**src/hdl/mci_defs.svh**
```systemverilog
// MCI width, offset and timing definitions
`ifndef MCI_DEFS_SVH
`define MCI_DEFS_SVH

// Request bus widths
`define MCI_ADDR_W 32
`define MCI_DATA_W 32
`define MCI_USER_W 32

// MCU reset pulse length after a reset request, in cycles
`define MCI_MCU_RST_CYCLES 16

// Register byte offsets
`define MCI_REG_BOOT_GO          32'h0000_0000
`define MCI_REG_RESET_REQUEST    32'h0000_0004
`define MCI_REG_WDT_EN           32'h0000_0008
`define MCI_REG_WDT_RESTART      32'h0000_000C
`define MCI_REG_WDT_PERIOD       32'h0000_0010
`define MCI_REG_INTR_STATUS      32'h0000_0014
`define MCI_REG_ERROR_FATAL_MASK 32'h0000_0018
`define MCI_REG_GENERIC_OUT      32'h0000_001C
`define MCI_REG_RESET_VECTOR     32'h0000_0020

`endif

```
**src/hdl/mci_pkg.sv**
```systemverilog
// MCI shared types
`include "mci_defs.svh"

package mci_pkg;

    // Single-beat request from the fabric
    typedef struct packed {
        logic [`MCI_ADDR_W-1:0] addr;
        logic [`MCI_DATA_W-1:0] wdata;
        logic [`MCI_USER_W-1:0] user;
        logic                   write;
    } mci_req_t;

    typedef struct packed {
        logic [`MCI_DATA_W-1:0] rdata;
        logic                   error;
    } mci_resp_t;

    // Requester class derived from the user ID
    typedef enum logic [1:0] {
        PRIV_NONE,
        PRIV_MCU,
        PRIV_CPTRA,
        PRIV_DEBUG
    } mci_priv_e;

    typedef struct packed {
        logic [`MCI_USER_W-1:0] mcu_user;
        logic [`MCI_USER_W-1:0] cptra_user;
        logic [`MCI_USER_W-1:0] debug_user;
    } mci_straps_t;

    // One index per mapped offset and REG_NONE for anything else
    typedef enum logic [3:0] {
        REG_BOOT_GO,
        REG_RESET_REQUEST,
        REG_WDT_EN,
        REG_WDT_RESTART,
        REG_WDT_PERIOD,
        REG_INTR_STATUS,
        REG_ERROR_FATAL_MASK,
        REG_GENERIC_OUT,
        REG_RESET_VECTOR,
        REG_NONE
    } mci_reg_e;

    typedef struct packed {
        mci_reg_e               idx;
        logic [`MCI_DATA_W-1:0] wdata;
        logic                   write;
        logic                   read;
        logic                   error;
    } mci_dec_t;

    typedef struct packed {
        logic        en;
        logic        restart;
        logic [31:0] period;
    } mci_wdt_cfg_t;

    typedef enum logic [2:0] {
        BOOT_RESET,
        BOOT_LCC_INIT,
        BOOT_FUSE_INIT,
        BOOT_WAIT_GO,
        BOOT_RUN
    } mci_boot_e;

endpackage

```
**src/hdl/mci_boot_seqr.sv**
```systemverilog
// MCI boot sequencer
`include "mci_defs.svh"

module mci_boot_seqr (
    input  logic               clk,
    input  logic               rst_n_i,
    input  logic               lc_done_i,
    input  logic               fc_opt_done_i,
    input  logic               boot_go_i,
    input  logic               mcu_rst_req_i,
    output logic               lc_init_o,
    output logic               fc_opt_init_o,
    output logic               cptra_rst_b_o,
    output logic               mcu_rst_b_o,
    output mci_pkg::mci_boot_e boot_fsm_o
);
    import mci_pkg::*;

    localparam int CNT_W = $clog2(`MCI_MCU_RST_CYCLES + 1);

    mci_boot_e        state_q;
    mci_boot_e        state_d;
    logic [CNT_W-1:0] rst_cnt_q;

    always_comb begin
        state_d = state_q;
        case (state_q)
            BOOT_RESET:     state_d = BOOT_LCC_INIT;
            BOOT_LCC_INIT:  if (lc_done_i) state_d = BOOT_FUSE_INIT;
            BOOT_FUSE_INIT: if (fc_opt_done_i) state_d = BOOT_WAIT_GO;
            BOOT_WAIT_GO:   if (boot_go_i) state_d = BOOT_RUN;
            BOOT_RUN:       state_d = BOOT_RUN;
            default:        state_d = BOOT_RESET;
        endcase
    end

    always_ff @(posedge clk) begin
        if (!rst_n_i) begin
            state_q   <= BOOT_RESET;
            rst_cnt_q <= '0;
        end else begin
            state_q <= state_d;
            // MCU reset pulse holds one low cycle per count
            if ((state_q == BOOT_RUN) && mcu_rst_req_i)
                rst_cnt_q <= CNT_W'(`MCI_MCU_RST_CYCLES);
            else if (rst_cnt_q != '0)
                rst_cnt_q <= rst_cnt_q - CNT_W'(1);
        end
    end

    assign lc_init_o     = (state_q == BOOT_LCC_INIT);
    assign fc_opt_init_o = (state_q == BOOT_FUSE_INIT);
    assign cptra_rst_b_o = (state_q == BOOT_WAIT_GO) || (state_q == BOOT_RUN);
    assign mcu_rst_b_o   = (state_q == BOOT_RUN) && (rst_cnt_q == '0);
    assign boot_fsm_o    = state_q;

endmodule

```
**src/hdl/mci_csr_bank.sv**
```systemverilog
// MCI control and status registers
`include "mci_defs.svh"

module mci_csr_bank (
    input  logic                   clk,
    input  logic                   rst_n_i,
    input  logic                   dec_valid_i,
    input  mci_pkg::mci_dec_t      dec_i,
    input  logic [`MCI_DATA_W-1:0] strap_reset_vector_i,
    input  logic                   t1_timeout_p_i,
    output logic [`MCI_DATA_W-1:0] rdata_o,
    output logic                   err_o,
    output mci_pkg::mci_wdt_cfg_t  wdt_cfg_o,
    output logic                   boot_go_o,
    output logic                   mcu_rst_req_o,
    output logic [31:0]            fatal_mask_o,
    output logic [31:0]            generic_out_o,
    output logic [`MCI_DATA_W-1:0] mcu_reset_vector_o,
    output logic                   mci_intr_o
);
    import mci_pkg::*;

    logic                   boot_go_q;
    logic                   wdt_en_q;
    logic [31:0]            wdt_period_q;
    logic                   intr_t1_q;
    logic [31:0]            fatal_mask_q;
    logic [31:0]            generic_out_q;
    logic [`MCI_DATA_W-1:0] reset_vector_q;
    logic                   wr_en;

    assign wr_en = dec_valid_i & dec_i.write;

    always_ff @(posedge clk) begin
        if (!rst_n_i) begin
            boot_go_q      <= 1'b0;
            wdt_en_q       <= 1'b0;
            wdt_period_q   <= '0;
            intr_t1_q      <= 1'b0;
            fatal_mask_q   <= '0;
            generic_out_q  <= '0;
            reset_vector_q <= strap_reset_vector_i;
        end else begin
            if (wr_en) begin
                case (dec_i.idx)
                    REG_BOOT_GO:          boot_go_q      <= dec_i.wdata[0];
                    REG_WDT_EN:           wdt_en_q       <= dec_i.wdata[0];
                    REG_WDT_PERIOD:       wdt_period_q   <= dec_i.wdata;
                    REG_ERROR_FATAL_MASK: fatal_mask_q   <= dec_i.wdata;
                    REG_GENERIC_OUT:      generic_out_q  <= dec_i.wdata;
                    REG_RESET_VECTOR:     reset_vector_q <= dec_i.wdata;
                    default: ;
                endcase
            end
            // A new timeout wins over a write-1 clear in the same cycle
            if (t1_timeout_p_i)
                intr_t1_q <= 1'b1;
            else if (wr_en && (dec_i.idx == REG_INTR_STATUS) && dec_i.wdata[0])
                intr_t1_q <= 1'b0;
        end
    end

    // Read mux gives zero for errors and for the pulse registers
    always_comb begin
        rdata_o = '0;
        if (dec_valid_i && dec_i.read) begin
            case (dec_i.idx)
                REG_BOOT_GO:          rdata_o = `MCI_DATA_W'(boot_go_q);
                REG_WDT_EN:           rdata_o = `MCI_DATA_W'(wdt_en_q);
                REG_WDT_PERIOD:       rdata_o = wdt_period_q;
                REG_INTR_STATUS:      rdata_o = `MCI_DATA_W'(intr_t1_q);
                REG_ERROR_FATAL_MASK: rdata_o = fatal_mask_q;
                REG_GENERIC_OUT:      rdata_o = generic_out_q;
                REG_RESET_VECTOR:     rdata_o = reset_vector_q;
                default:              rdata_o = '0;
            endcase
        end
    end

    assign err_o = dec_valid_i & dec_i.error;

    // Restart and reset request fire in the accepting cycle
    assign wdt_cfg_o.en      = wdt_en_q;
    assign wdt_cfg_o.restart = wr_en && (dec_i.idx == REG_WDT_RESTART);
    assign wdt_cfg_o.period  = wdt_period_q;
    assign mcu_rst_req_o     = wr_en && (dec_i.idx == REG_RESET_REQUEST);

    assign boot_go_o          = boot_go_q;
    assign fatal_mask_o       = fatal_mask_q;
    assign generic_out_o      = generic_out_q;
    assign mcu_reset_vector_o = reset_vector_q;
    assign mci_intr_o         = intr_t1_q;

endmodule

```
**src/hdl/mci_req_decode.sv**
```systemverilog
// MCI request decode
`include "mci_defs.svh"

module mci_req_decode (
    input  logic                 req_dv_i,
    input  mci_pkg::mci_req_t    req_i,
    input  mci_pkg::mci_straps_t straps_i,
    output logic                 dec_valid_o,
    output mci_pkg::mci_dec_t    dec_o
);
    import mci_pkg::*;

    mci_priv_e priv;
    mci_reg_e  reg_idx;
    logic      unmapped;
    logic      denied;
    logic      error;

    // Requester class from the strapped user IDs
    always_comb begin
        if (req_i.user == straps_i.mcu_user)
            priv = PRIV_MCU;
        else if (req_i.user == straps_i.cptra_user)
            priv = PRIV_CPTRA;
        else if (req_i.user == straps_i.debug_user)
            priv = PRIV_DEBUG;
        else
            priv = PRIV_NONE;
    end

    always_comb begin
        case (req_i.addr)
            `MCI_REG_BOOT_GO:          reg_idx = REG_BOOT_GO;
            `MCI_REG_RESET_REQUEST:    reg_idx = REG_RESET_REQUEST;
            `MCI_REG_WDT_EN:           reg_idx = REG_WDT_EN;
            `MCI_REG_WDT_RESTART:      reg_idx = REG_WDT_RESTART;
            `MCI_REG_WDT_PERIOD:       reg_idx = REG_WDT_PERIOD;
            `MCI_REG_INTR_STATUS:      reg_idx = REG_INTR_STATUS;
            `MCI_REG_ERROR_FATAL_MASK: reg_idx = REG_ERROR_FATAL_MASK;
            `MCI_REG_GENERIC_OUT:      reg_idx = REG_GENERIC_OUT;
            `MCI_REG_RESET_VECTOR:     reg_idx = REG_RESET_VECTOR;
            default:                   reg_idx = REG_NONE;
        endcase
    end

    assign unmapped = (reg_idx == REG_NONE);

    // Caliptra may read anything but only write BOOT_GO
    assign denied = (priv == PRIV_NONE) ||
                    ((priv == PRIV_CPTRA) && req_i.write && (reg_idx != REG_BOOT_GO));
    assign error  = unmapped | denied;

    assign dec_valid_o = req_dv_i;
    assign dec_o.idx   = reg_idx;
    assign dec_o.wdata = req_i.wdata;
    assign dec_o.write = req_i.write & ~error;
    assign dec_o.read  = ~req_i.write & ~error;
    assign dec_o.error = error;

endmodule

```
**src/hdl/mci_resp_gen.sv**
```systemverilog
// MCI response and error aggregation
`include "mci_defs.svh"

module mci_resp_gen (
    input  logic                   clk,
    input  logic                   rst_n_i,
    input  logic                   dec_valid_i,
    input  logic [`MCI_DATA_W-1:0] rdata_i,
    input  logic                   err_i,
    input  logic [31:0]            agg_error_fatal_i,
    input  logic [31:0]            agg_error_non_fatal_i,
    input  logic [31:0]            fatal_mask_i,
    output logic                   resp_valid_o,
    output mci_pkg::mci_resp_t     resp_o,
    output logic                   all_error_fatal_o,
    output logic                   all_error_non_fatal_o
);

    always_ff @(posedge clk) begin
        if (!rst_n_i) begin
            resp_valid_o          <= 1'b0;
            all_error_fatal_o     <= 1'b0;
            all_error_non_fatal_o <= 1'b0;
        end else begin
            resp_valid_o          <= dec_valid_i;
            // Set mask bits hide the matching fatal sources
            all_error_fatal_o     <= |(agg_error_fatal_i & ~fatal_mask_i);
            all_error_non_fatal_o <= |agg_error_non_fatal_i;
        end
    end

    // Response payload captured only for accepted requests
    always_ff @(posedge clk) begin
        if (dec_valid_i) begin
            resp_o.rdata <= rdata_i;
            resp_o.error <= err_i;
        end
    end

endmodule

```
**src/hdl/mci_top.sv**
```systemverilog
// MCI register slice top level
`include "mci_defs.svh"

module mci_top (
    input  logic                   clk,
    input  logic                   rst_n_i,
    input  logic                   req_dv_i,
    input  mci_pkg::mci_req_t      req_i,
    input  mci_pkg::mci_straps_t   straps_i,
    input  logic [`MCI_DATA_W-1:0] strap_reset_vector_i,
    output logic                   resp_valid_o,
    output mci_pkg::mci_resp_t     resp_o,
    input  logic                   lc_done_i,
    output logic                   lc_init_o,
    input  logic                   fc_opt_done_i,
    output logic                   fc_opt_init_o,
    output logic                   cptra_rst_b_o,
    output logic                   mcu_rst_b_o,
    output mci_pkg::mci_boot_e     boot_fsm_o,
    output logic                   nmi_intr_o,
    output logic                   mci_intr_o,
    input  logic [31:0]            agg_error_fatal_i,
    input  logic [31:0]            agg_error_non_fatal_i,
    output logic                   all_error_fatal_o,
    output logic                   all_error_non_fatal_o,
    output logic [31:0]            generic_out_o,
    output logic [`MCI_DATA_W-1:0] mcu_reset_vector_o
);
    import mci_pkg::*;

    logic                   dec_valid;
    mci_dec_t               dec;
    logic [`MCI_DATA_W-1:0] rdata;
    logic                   err;
    mci_wdt_cfg_t           wdt_cfg;
    logic                   t1_timeout_p;
    logic                   boot_go;
    logic                   mcu_rst_req;
    logic [31:0]            fatal_mask;

    // Decode stage
    mci_req_decode i_req_decode (
        .req_dv_i    (req_dv_i),
        .req_i       (req_i),
        .straps_i    (straps_i),
        .dec_valid_o (dec_valid),
        .dec_o       (dec)
    );

    // Execute stage
    mci_csr_bank i_csr_bank (
        .clk                  (clk),
        .rst_n_i              (rst_n_i),
        .dec_valid_i          (dec_valid),
        .dec_i                (dec),
        .strap_reset_vector_i (strap_reset_vector_i),
        .t1_timeout_p_i       (t1_timeout_p),
        .rdata_o              (rdata),
        .err_o                (err),
        .wdt_cfg_o            (wdt_cfg),
        .boot_go_o            (boot_go),
        .mcu_rst_req_o        (mcu_rst_req),
        .fatal_mask_o         (fatal_mask),
        .generic_out_o        (generic_out_o),
        .mcu_reset_vector_o   (mcu_reset_vector_o),
        .mci_intr_o           (mci_intr_o)
    );

    mci_wdt i_wdt (
        .clk            (clk),
        .rst_n_i        (rst_n_i),
        .cfg_i          (wdt_cfg),
        .t1_timeout_p_o (t1_timeout_p),
        .nmi_intr_o     (nmi_intr_o)
    );

    mci_boot_seqr i_boot_seqr (
        .clk           (clk),
        .rst_n_i       (rst_n_i),
        .lc_done_i     (lc_done_i),
        .fc_opt_done_i (fc_opt_done_i),
        .boot_go_i     (boot_go),
        .mcu_rst_req_i (mcu_rst_req),
        .lc_init_o     (lc_init_o),
        .fc_opt_init_o (fc_opt_init_o),
        .cptra_rst_b_o (cptra_rst_b_o),
        .mcu_rst_b_o   (mcu_rst_b_o),
        .boot_fsm_o    (boot_fsm_o)
    );

    // Result stage
    mci_resp_gen i_resp_gen (
        .clk                   (clk),
        .rst_n_i               (rst_n_i),
        .dec_valid_i           (dec_valid),
        .rdata_i               (rdata),
        .err_i                 (err),
        .agg_error_fatal_i     (agg_error_fatal_i),
        .agg_error_non_fatal_i (agg_error_non_fatal_i),
        .fatal_mask_i          (fatal_mask),
        .resp_valid_o          (resp_valid_o),
        .resp_o                (resp_o),
        .all_error_fatal_o     (all_error_fatal_o),
        .all_error_non_fatal_o (all_error_non_fatal_o)
    );

endmodule

```
**src/hdl/mci_wdt.sv**
```systemverilog
// MCI two-stage watchdog
module mci_wdt (
    input  logic                  clk,
    input  logic                  rst_n_i,
    input  mci_pkg::mci_wdt_cfg_t cfg_i,
    output logic                  t1_timeout_p_o,
    output logic                  nmi_intr_o
);

    logic [31:0] count_q;
    logic        pending_q;
    logic        expire;

    // Period of zero keeps the timer from ever firing
    assign expire = cfg_i.en && (cfg_i.period != '0) &&
                    (count_q >= cfg_i.period - 32'd1);

    always_ff @(posedge clk) begin
        if (!rst_n_i) begin
            count_q        <= '0;
            pending_q      <= 1'b0;
            t1_timeout_p_o <= 1'b0;
            nmi_intr_o     <= 1'b0;
        end else begin
            t1_timeout_p_o <= expire & ~cfg_i.restart;
            if (cfg_i.restart) begin
                count_q   <= '0;
                pending_q <= 1'b0;
            end else if (expire) begin
                count_q   <= '0;
                pending_q <= 1'b1;
                // Second expiry with the first one unserviced
                if (pending_q)
                    nmi_intr_o <= 1'b1;
            end else if (cfg_i.en) begin
                count_q <= count_q + 32'd1;
            end else begin
                count_q <= '0;
            end
        end
    end

endmodule

```
**config.mk**
```make
export PLATFORM = sky130hd
export DESIGN_NAME = mci_top
export DESIGN_NICKNAME = d
export VERILOG_FILES = /design/src/hdl/mci_pkg.sv /design/src/hdl/mci_boot_seqr.sv /design/src/hdl/mci_csr_bank.sv /design/src/hdl/mci_req_decode.sv /design/src/hdl/mci_resp_gen.sv /design/src/hdl/mci_top.sv /design/src/hdl/mci_wdt.sv
export VERILOG_INCLUDE_DIRS = /design/src /design/src/hdl
export SDC_FILE = /design/constraint.sdc
export NUM_CORES = 1
export LEC_CHECK = 0
export BUFFER_PORTS_ARGS = -buffer_cell sky130_fd_sc_hd__clkbuf_2
export CORE_AREA = 2 2 155 157
export CTS_BUF_LIST = sky130_fd_sc_hd__clkbuf_16
export DETAILED_ROUTE_END_ITERATION = 8
export DIE_AREA = 0 0 157 159
export PLACE_DENSITY = 0.83
export REMOVE_ABC_BUFFERS = 1
export SYNTH_ARGS = -nofsm -noshare
export SYNTH_HDL_FRONTEND = slang
export SYNTH_HIERARCHICAL = 1
export SYNTH_SLANG_ARGS = --single-unit
```
**constraint.sdc**
```tcl
create_clock -name clk -period 7.67 [get_ports clk]
set_input_delay 1.1505 -clock clk [delete_from_list [all_inputs] [get_ports clk]]
set_output_delay 1.1505 -clock clk [all_outputs]
set_load 0.01 [all_outputs]
```
==> results.md <==
* Final ANT Viol Nets at 0
* VDD IR-drop max at approximately 150 µV
* Syn. warnings at 6
* Routability cong. at approximately 0.94
* Netlist cell types at between 70 and 80
* Chip height at 159 µm
* P_int at ~1.9 mW
* Power Dens Cells at about 170 mW/mm²
* # rows at 56
* Slew Viols, Final at 0
* Flop pwr share at a little under half
* Status: finished clean
* Number of port buffers at 402
* First-pass GRT wire length at between 60000 and 70000 µm
* Synth top area share at a little under a quarter
* Post-route insts no fill at 2014
* Reg2reg setup slack at approximately 2.8 ns
* GR Util All Layers at between 30% and 40%
* CTS tree: built
* Drt initial violations at around 1300
* Initial antenna violation count at 1
* Worst path arrival time at between 5 and 6 ns
* Remaining global-route overflow at 0
* RSZ-0062 raised after global routing: false
* Fin crit share at 63.5%
* Hold-fix buffers, CTS at 0
* Placed Cells at 1974
* Clock Sinks at between 200 and 250
* CP Capture Point: i_wdt/count_q[4]
* Clock Tree Root: clkbuf_16
* Wirelength per Cell at around 22 µm
* DR vias/cell at between 6 and 7
* DRT Wirelength at about 44000 µm
* Via count at roughly 12000
* Slew HR at under 10%
* # H-tree levels at 1
* Crit. End Element: flop
* CTS buffer count at 22
* Number of max-cap violations at 0
* Post-synthesis sequential area ratio at between 30% and 40%
* Synth area leader: dfxtp_1
* Clock slew at reported path FFs at approximately 0.070 ns
* Sw frac at between 20 and 30%
* R2R cell count at 14
* Setup_tns at 0 ns
* Clock power frac at about two fifths
* Post-Syn Area at 0.0128 mm²
* Critical path peak fanout at 18
* Hold Vio Cnt, Final at 0
* Most frequent cells in the layout: 401 x clkbuf_2, 145 x dfxtp_1, 118 x nand3_1
* Cts repair resizes at 0
* Hold Startpoint: i_wdt/t1_timeout_p_o
* Crit-path max cell delay at between 0.6 and 0.7 ns
* Clock Tree Buf Depth at 3
* Setup Buffers After CTS at 0
* Largest cells by area after synthesis: dfxtp_1 23%, edfxtp_1 15%, xor2_1 6.4%, a21boi_1 5.6%, mux2_2 5.5%
* Pin count of the biggest net entering global routing at between 90 and 100
* Fmax at 0.205 GHz
* WS Path Type: flop to flop
* DR WL met2 at between 20000 and 25000 µm
* DRT met1 WL at ~18000 µm
* Minimum clock period at around 4.9 ns
* Critical Path RT at about 8 ns
* Crit-path cells: or3_1 -> or4_1 -> or3_1 -> or3_1 -> nor3_1 -> xnor2_1 -> ha_1 -> nand4_1 -> nor2_1 -> nand3_1 -> o21ai_0 -> a211o_1 -> buf_4 -> a211oi_2
* Core area at around 0.023 mm²
* Worst r2r src: i_csr_bank/wdt_period_q[2]
* Hpwl dp at between 30000 and 40000 µm
* Post-synthesis register bit count at 210
* Clock latency at the later pin of the worst-skew pair at 0.51 ns
* DR WL met3 at 4450 µm
* Worst hold path class: flop to flop
* Post-synth EDFFs at 65
* Sw Pwr at 645 µW
* Reg2reg end: i_wdt/count_q[4]
* Most common cell after layout, fill and taps aside: clkbuf_2
* Detailed Routing Iterations Pass 1 at 5
* FFs w/ async S/R, synth at 0%
* Starting Density at a little under three fifths
* Final setup fails at 0
* Fin nets at around 2000
* DR top layer: met5
* CP startpoint kind: flop
* Die X at roughly 160 µm
* Layout area overhead at 19.5%
* Die area at about 0.025 mm²
* Ys flop type: dfxtp_1
* Critical Path Source: i_csr_bank/wdt_period_q[2]
* # fillers at just under 2000
* # DRC at 0
* Leak Pwr at between 6 and 7 nW
* Avg Cell Area, Syn at roughly 9.4 µm²
* Slowest CP cell: a211o_1
* Gate count of the mapped netlist at ~1400
* CP dominant cell by count: or3_1
* Vias in the first global route at between 10000 and 15000
* Worst Skew at around 0.011 ns
* Comb power frac at ~13%
* Diodes inserted at 0
* Worst Max-Slew Pin Slew at around 1.4 ns
* Share of cells above drive strength 1 at between 30% and 40%
* # IOs at slightly above 400
## sequential cells by signal, indices dropped and copies added (netlist names)
name	count
i_csr_bank/boot_go_o	1
i_csr_bank/generic_out_o	32
i_wdt/nmi_intr_o	1
i_boot_seqr/rst_cnt_q	5
i_resp_gen/all_error_non_fatal_o	1
i_wdt/t1_timeout_p_o	1
i_csr_bank/mci_intr_o	1
i_boot_seqr/boot_fsm_o	3
i_csr_bank/mcu_reset_vector_o	32
i_wdt/count_q	32
i_wdt/pending_q	1
i_resp_gen/resp_o	33
i_resp_gen/all_error_fatal_o	1
i_resp_gen/resp_valid_o	1
i_csr_bank/wdt_en_q	1
i_csr_bank/wdt_period_q	32
i_csr_bank/fatal_mask_o	32
## area by class of cell
class | count | area, µm² | share of cell area [%]
well taps | 319 | 399 | 2.61
clock inverters | 17 | 97.6 | 0.637
flip-flops and latches | 210 | 4850 | 31.7
multi-input cells | 982 | 7090 | 46.3
repair buffers | 416 | 2120 | 13.8
clock buffers | 23 | 576 | 3.76
inverters | 47 | 176 | 1.15
## power groups by stage
| stage | Sequential (mW) | Combinational (mW) | Clock, mW |
|---|---|---|---|
| global placement | 1.23 | 0.321 | 0 |
| floorplan | 1.24 | 0.128 | 0 |
| detailed placement | 1.23 | 0.326 | 0 |
| global route | 1.21 | 0.355 | 1.07 |
| CTS | 1.21 | 0.328 | 1.02 |
| finish | 1.21 | 0.331 | 1.02 |
## worst min-delay path by stage
| stage | depth (start not counted) | slack [ns] | endpoint |
|---|---|---|---|
| finish | 1 | 0.46 | i_csr_bank/mci_intr_o |
| global route | 1 | 0.49 | i_csr_bank/mci_intr_o |
| detailed placement | 1 | 0.44 | i_csr_bank/mci_intr_o |
| global placement | 1 | 0.44 | i_csr_bank/mci_intr_o |
| floorplan | 1 | 0.42 | i_csr_bank/mci_intr_o |
| CTS | 1 | 0.46 | i_csr_bank/mci_intr_o |
## per-stage QoR
stage               hold slack, ns  utilization [%]  area (µm²)  total power [mW]  setup slack [ns]
floorplan                    0.418                -       12100              1.37              2.23
CTS                          0.460             66.0       15300              2.56              2.80
finish                       0.465             66.0       15300              2.56              2.80
global route                 0.485             66.0       15300              2.64              2.53
detailed placement           0.442             63.1       14600              1.56              2.81
global placement             0.441             63.1       14600              1.55              2.86
## synthesized netlist by cell type (6+ instances only)
cell and n:
mux2_2 63, edfxtp_1 65, a22oi_1 32, a21oi_1 39, buf_1 6, buf_2 35
dfxtp_1 145, nand4_1 21, o21ai_0 107, and3_1 6, nand2_1 65, nor4_1 45
buf_6 8, nor2_1 35, nor3_1 19, xnor2_1 64, a21boi_1 96, and2_1 7
nand3_1 118, a211oi_2 31, buf_4 37, inv_1 47, clkbuf_1 34, xor2_1 93
o22ai_1 16, ha_1 35, a211oi_1 6
## logic make-up (layout without fill, tap and decap cells)
| logic type | Yosys count | in the layout | share of synthesized area, % |
|---|---|---|---|
| AND/OR/NAND/NOR | 367 | 367 | 15.6 |
| AO/OA/AOI/OAI | 357 | 357 | 19.4 |
| flip-flops | 210 | 210 | 37.9 |
| buffers and inverters | 170 | 503 | 7.14 |
| XOR/XNOR | 157 | 157 | 10.7 |
| multiplexers | 66 | 66 | 5.87 |
| adder cells (fa/ha/maj) | 35 | 35 | 3.42 |
## worst max-delay path: cells and delay by family, from the launching register on
kind,cells,cell delay (ns)
AO/OA/AOI/OAI,3,1.04
XOR/XNOR,1,0.12
adder cells (fa/ha/maj),1,0.30
buffers and inverters,1,0.42
flip-flops,1,0.37
AND/OR/NAND/NOR,8,2.50
## routing by layer
metal / up-vias / track usage, %
met4: 2 / 10.5
met1: 5876 / 46.8
li1: 5581 / -
met5: - / 0
met3: 106 / 8.74
met2: 663 / 55.1
Power figures use the tool's default switching activity.
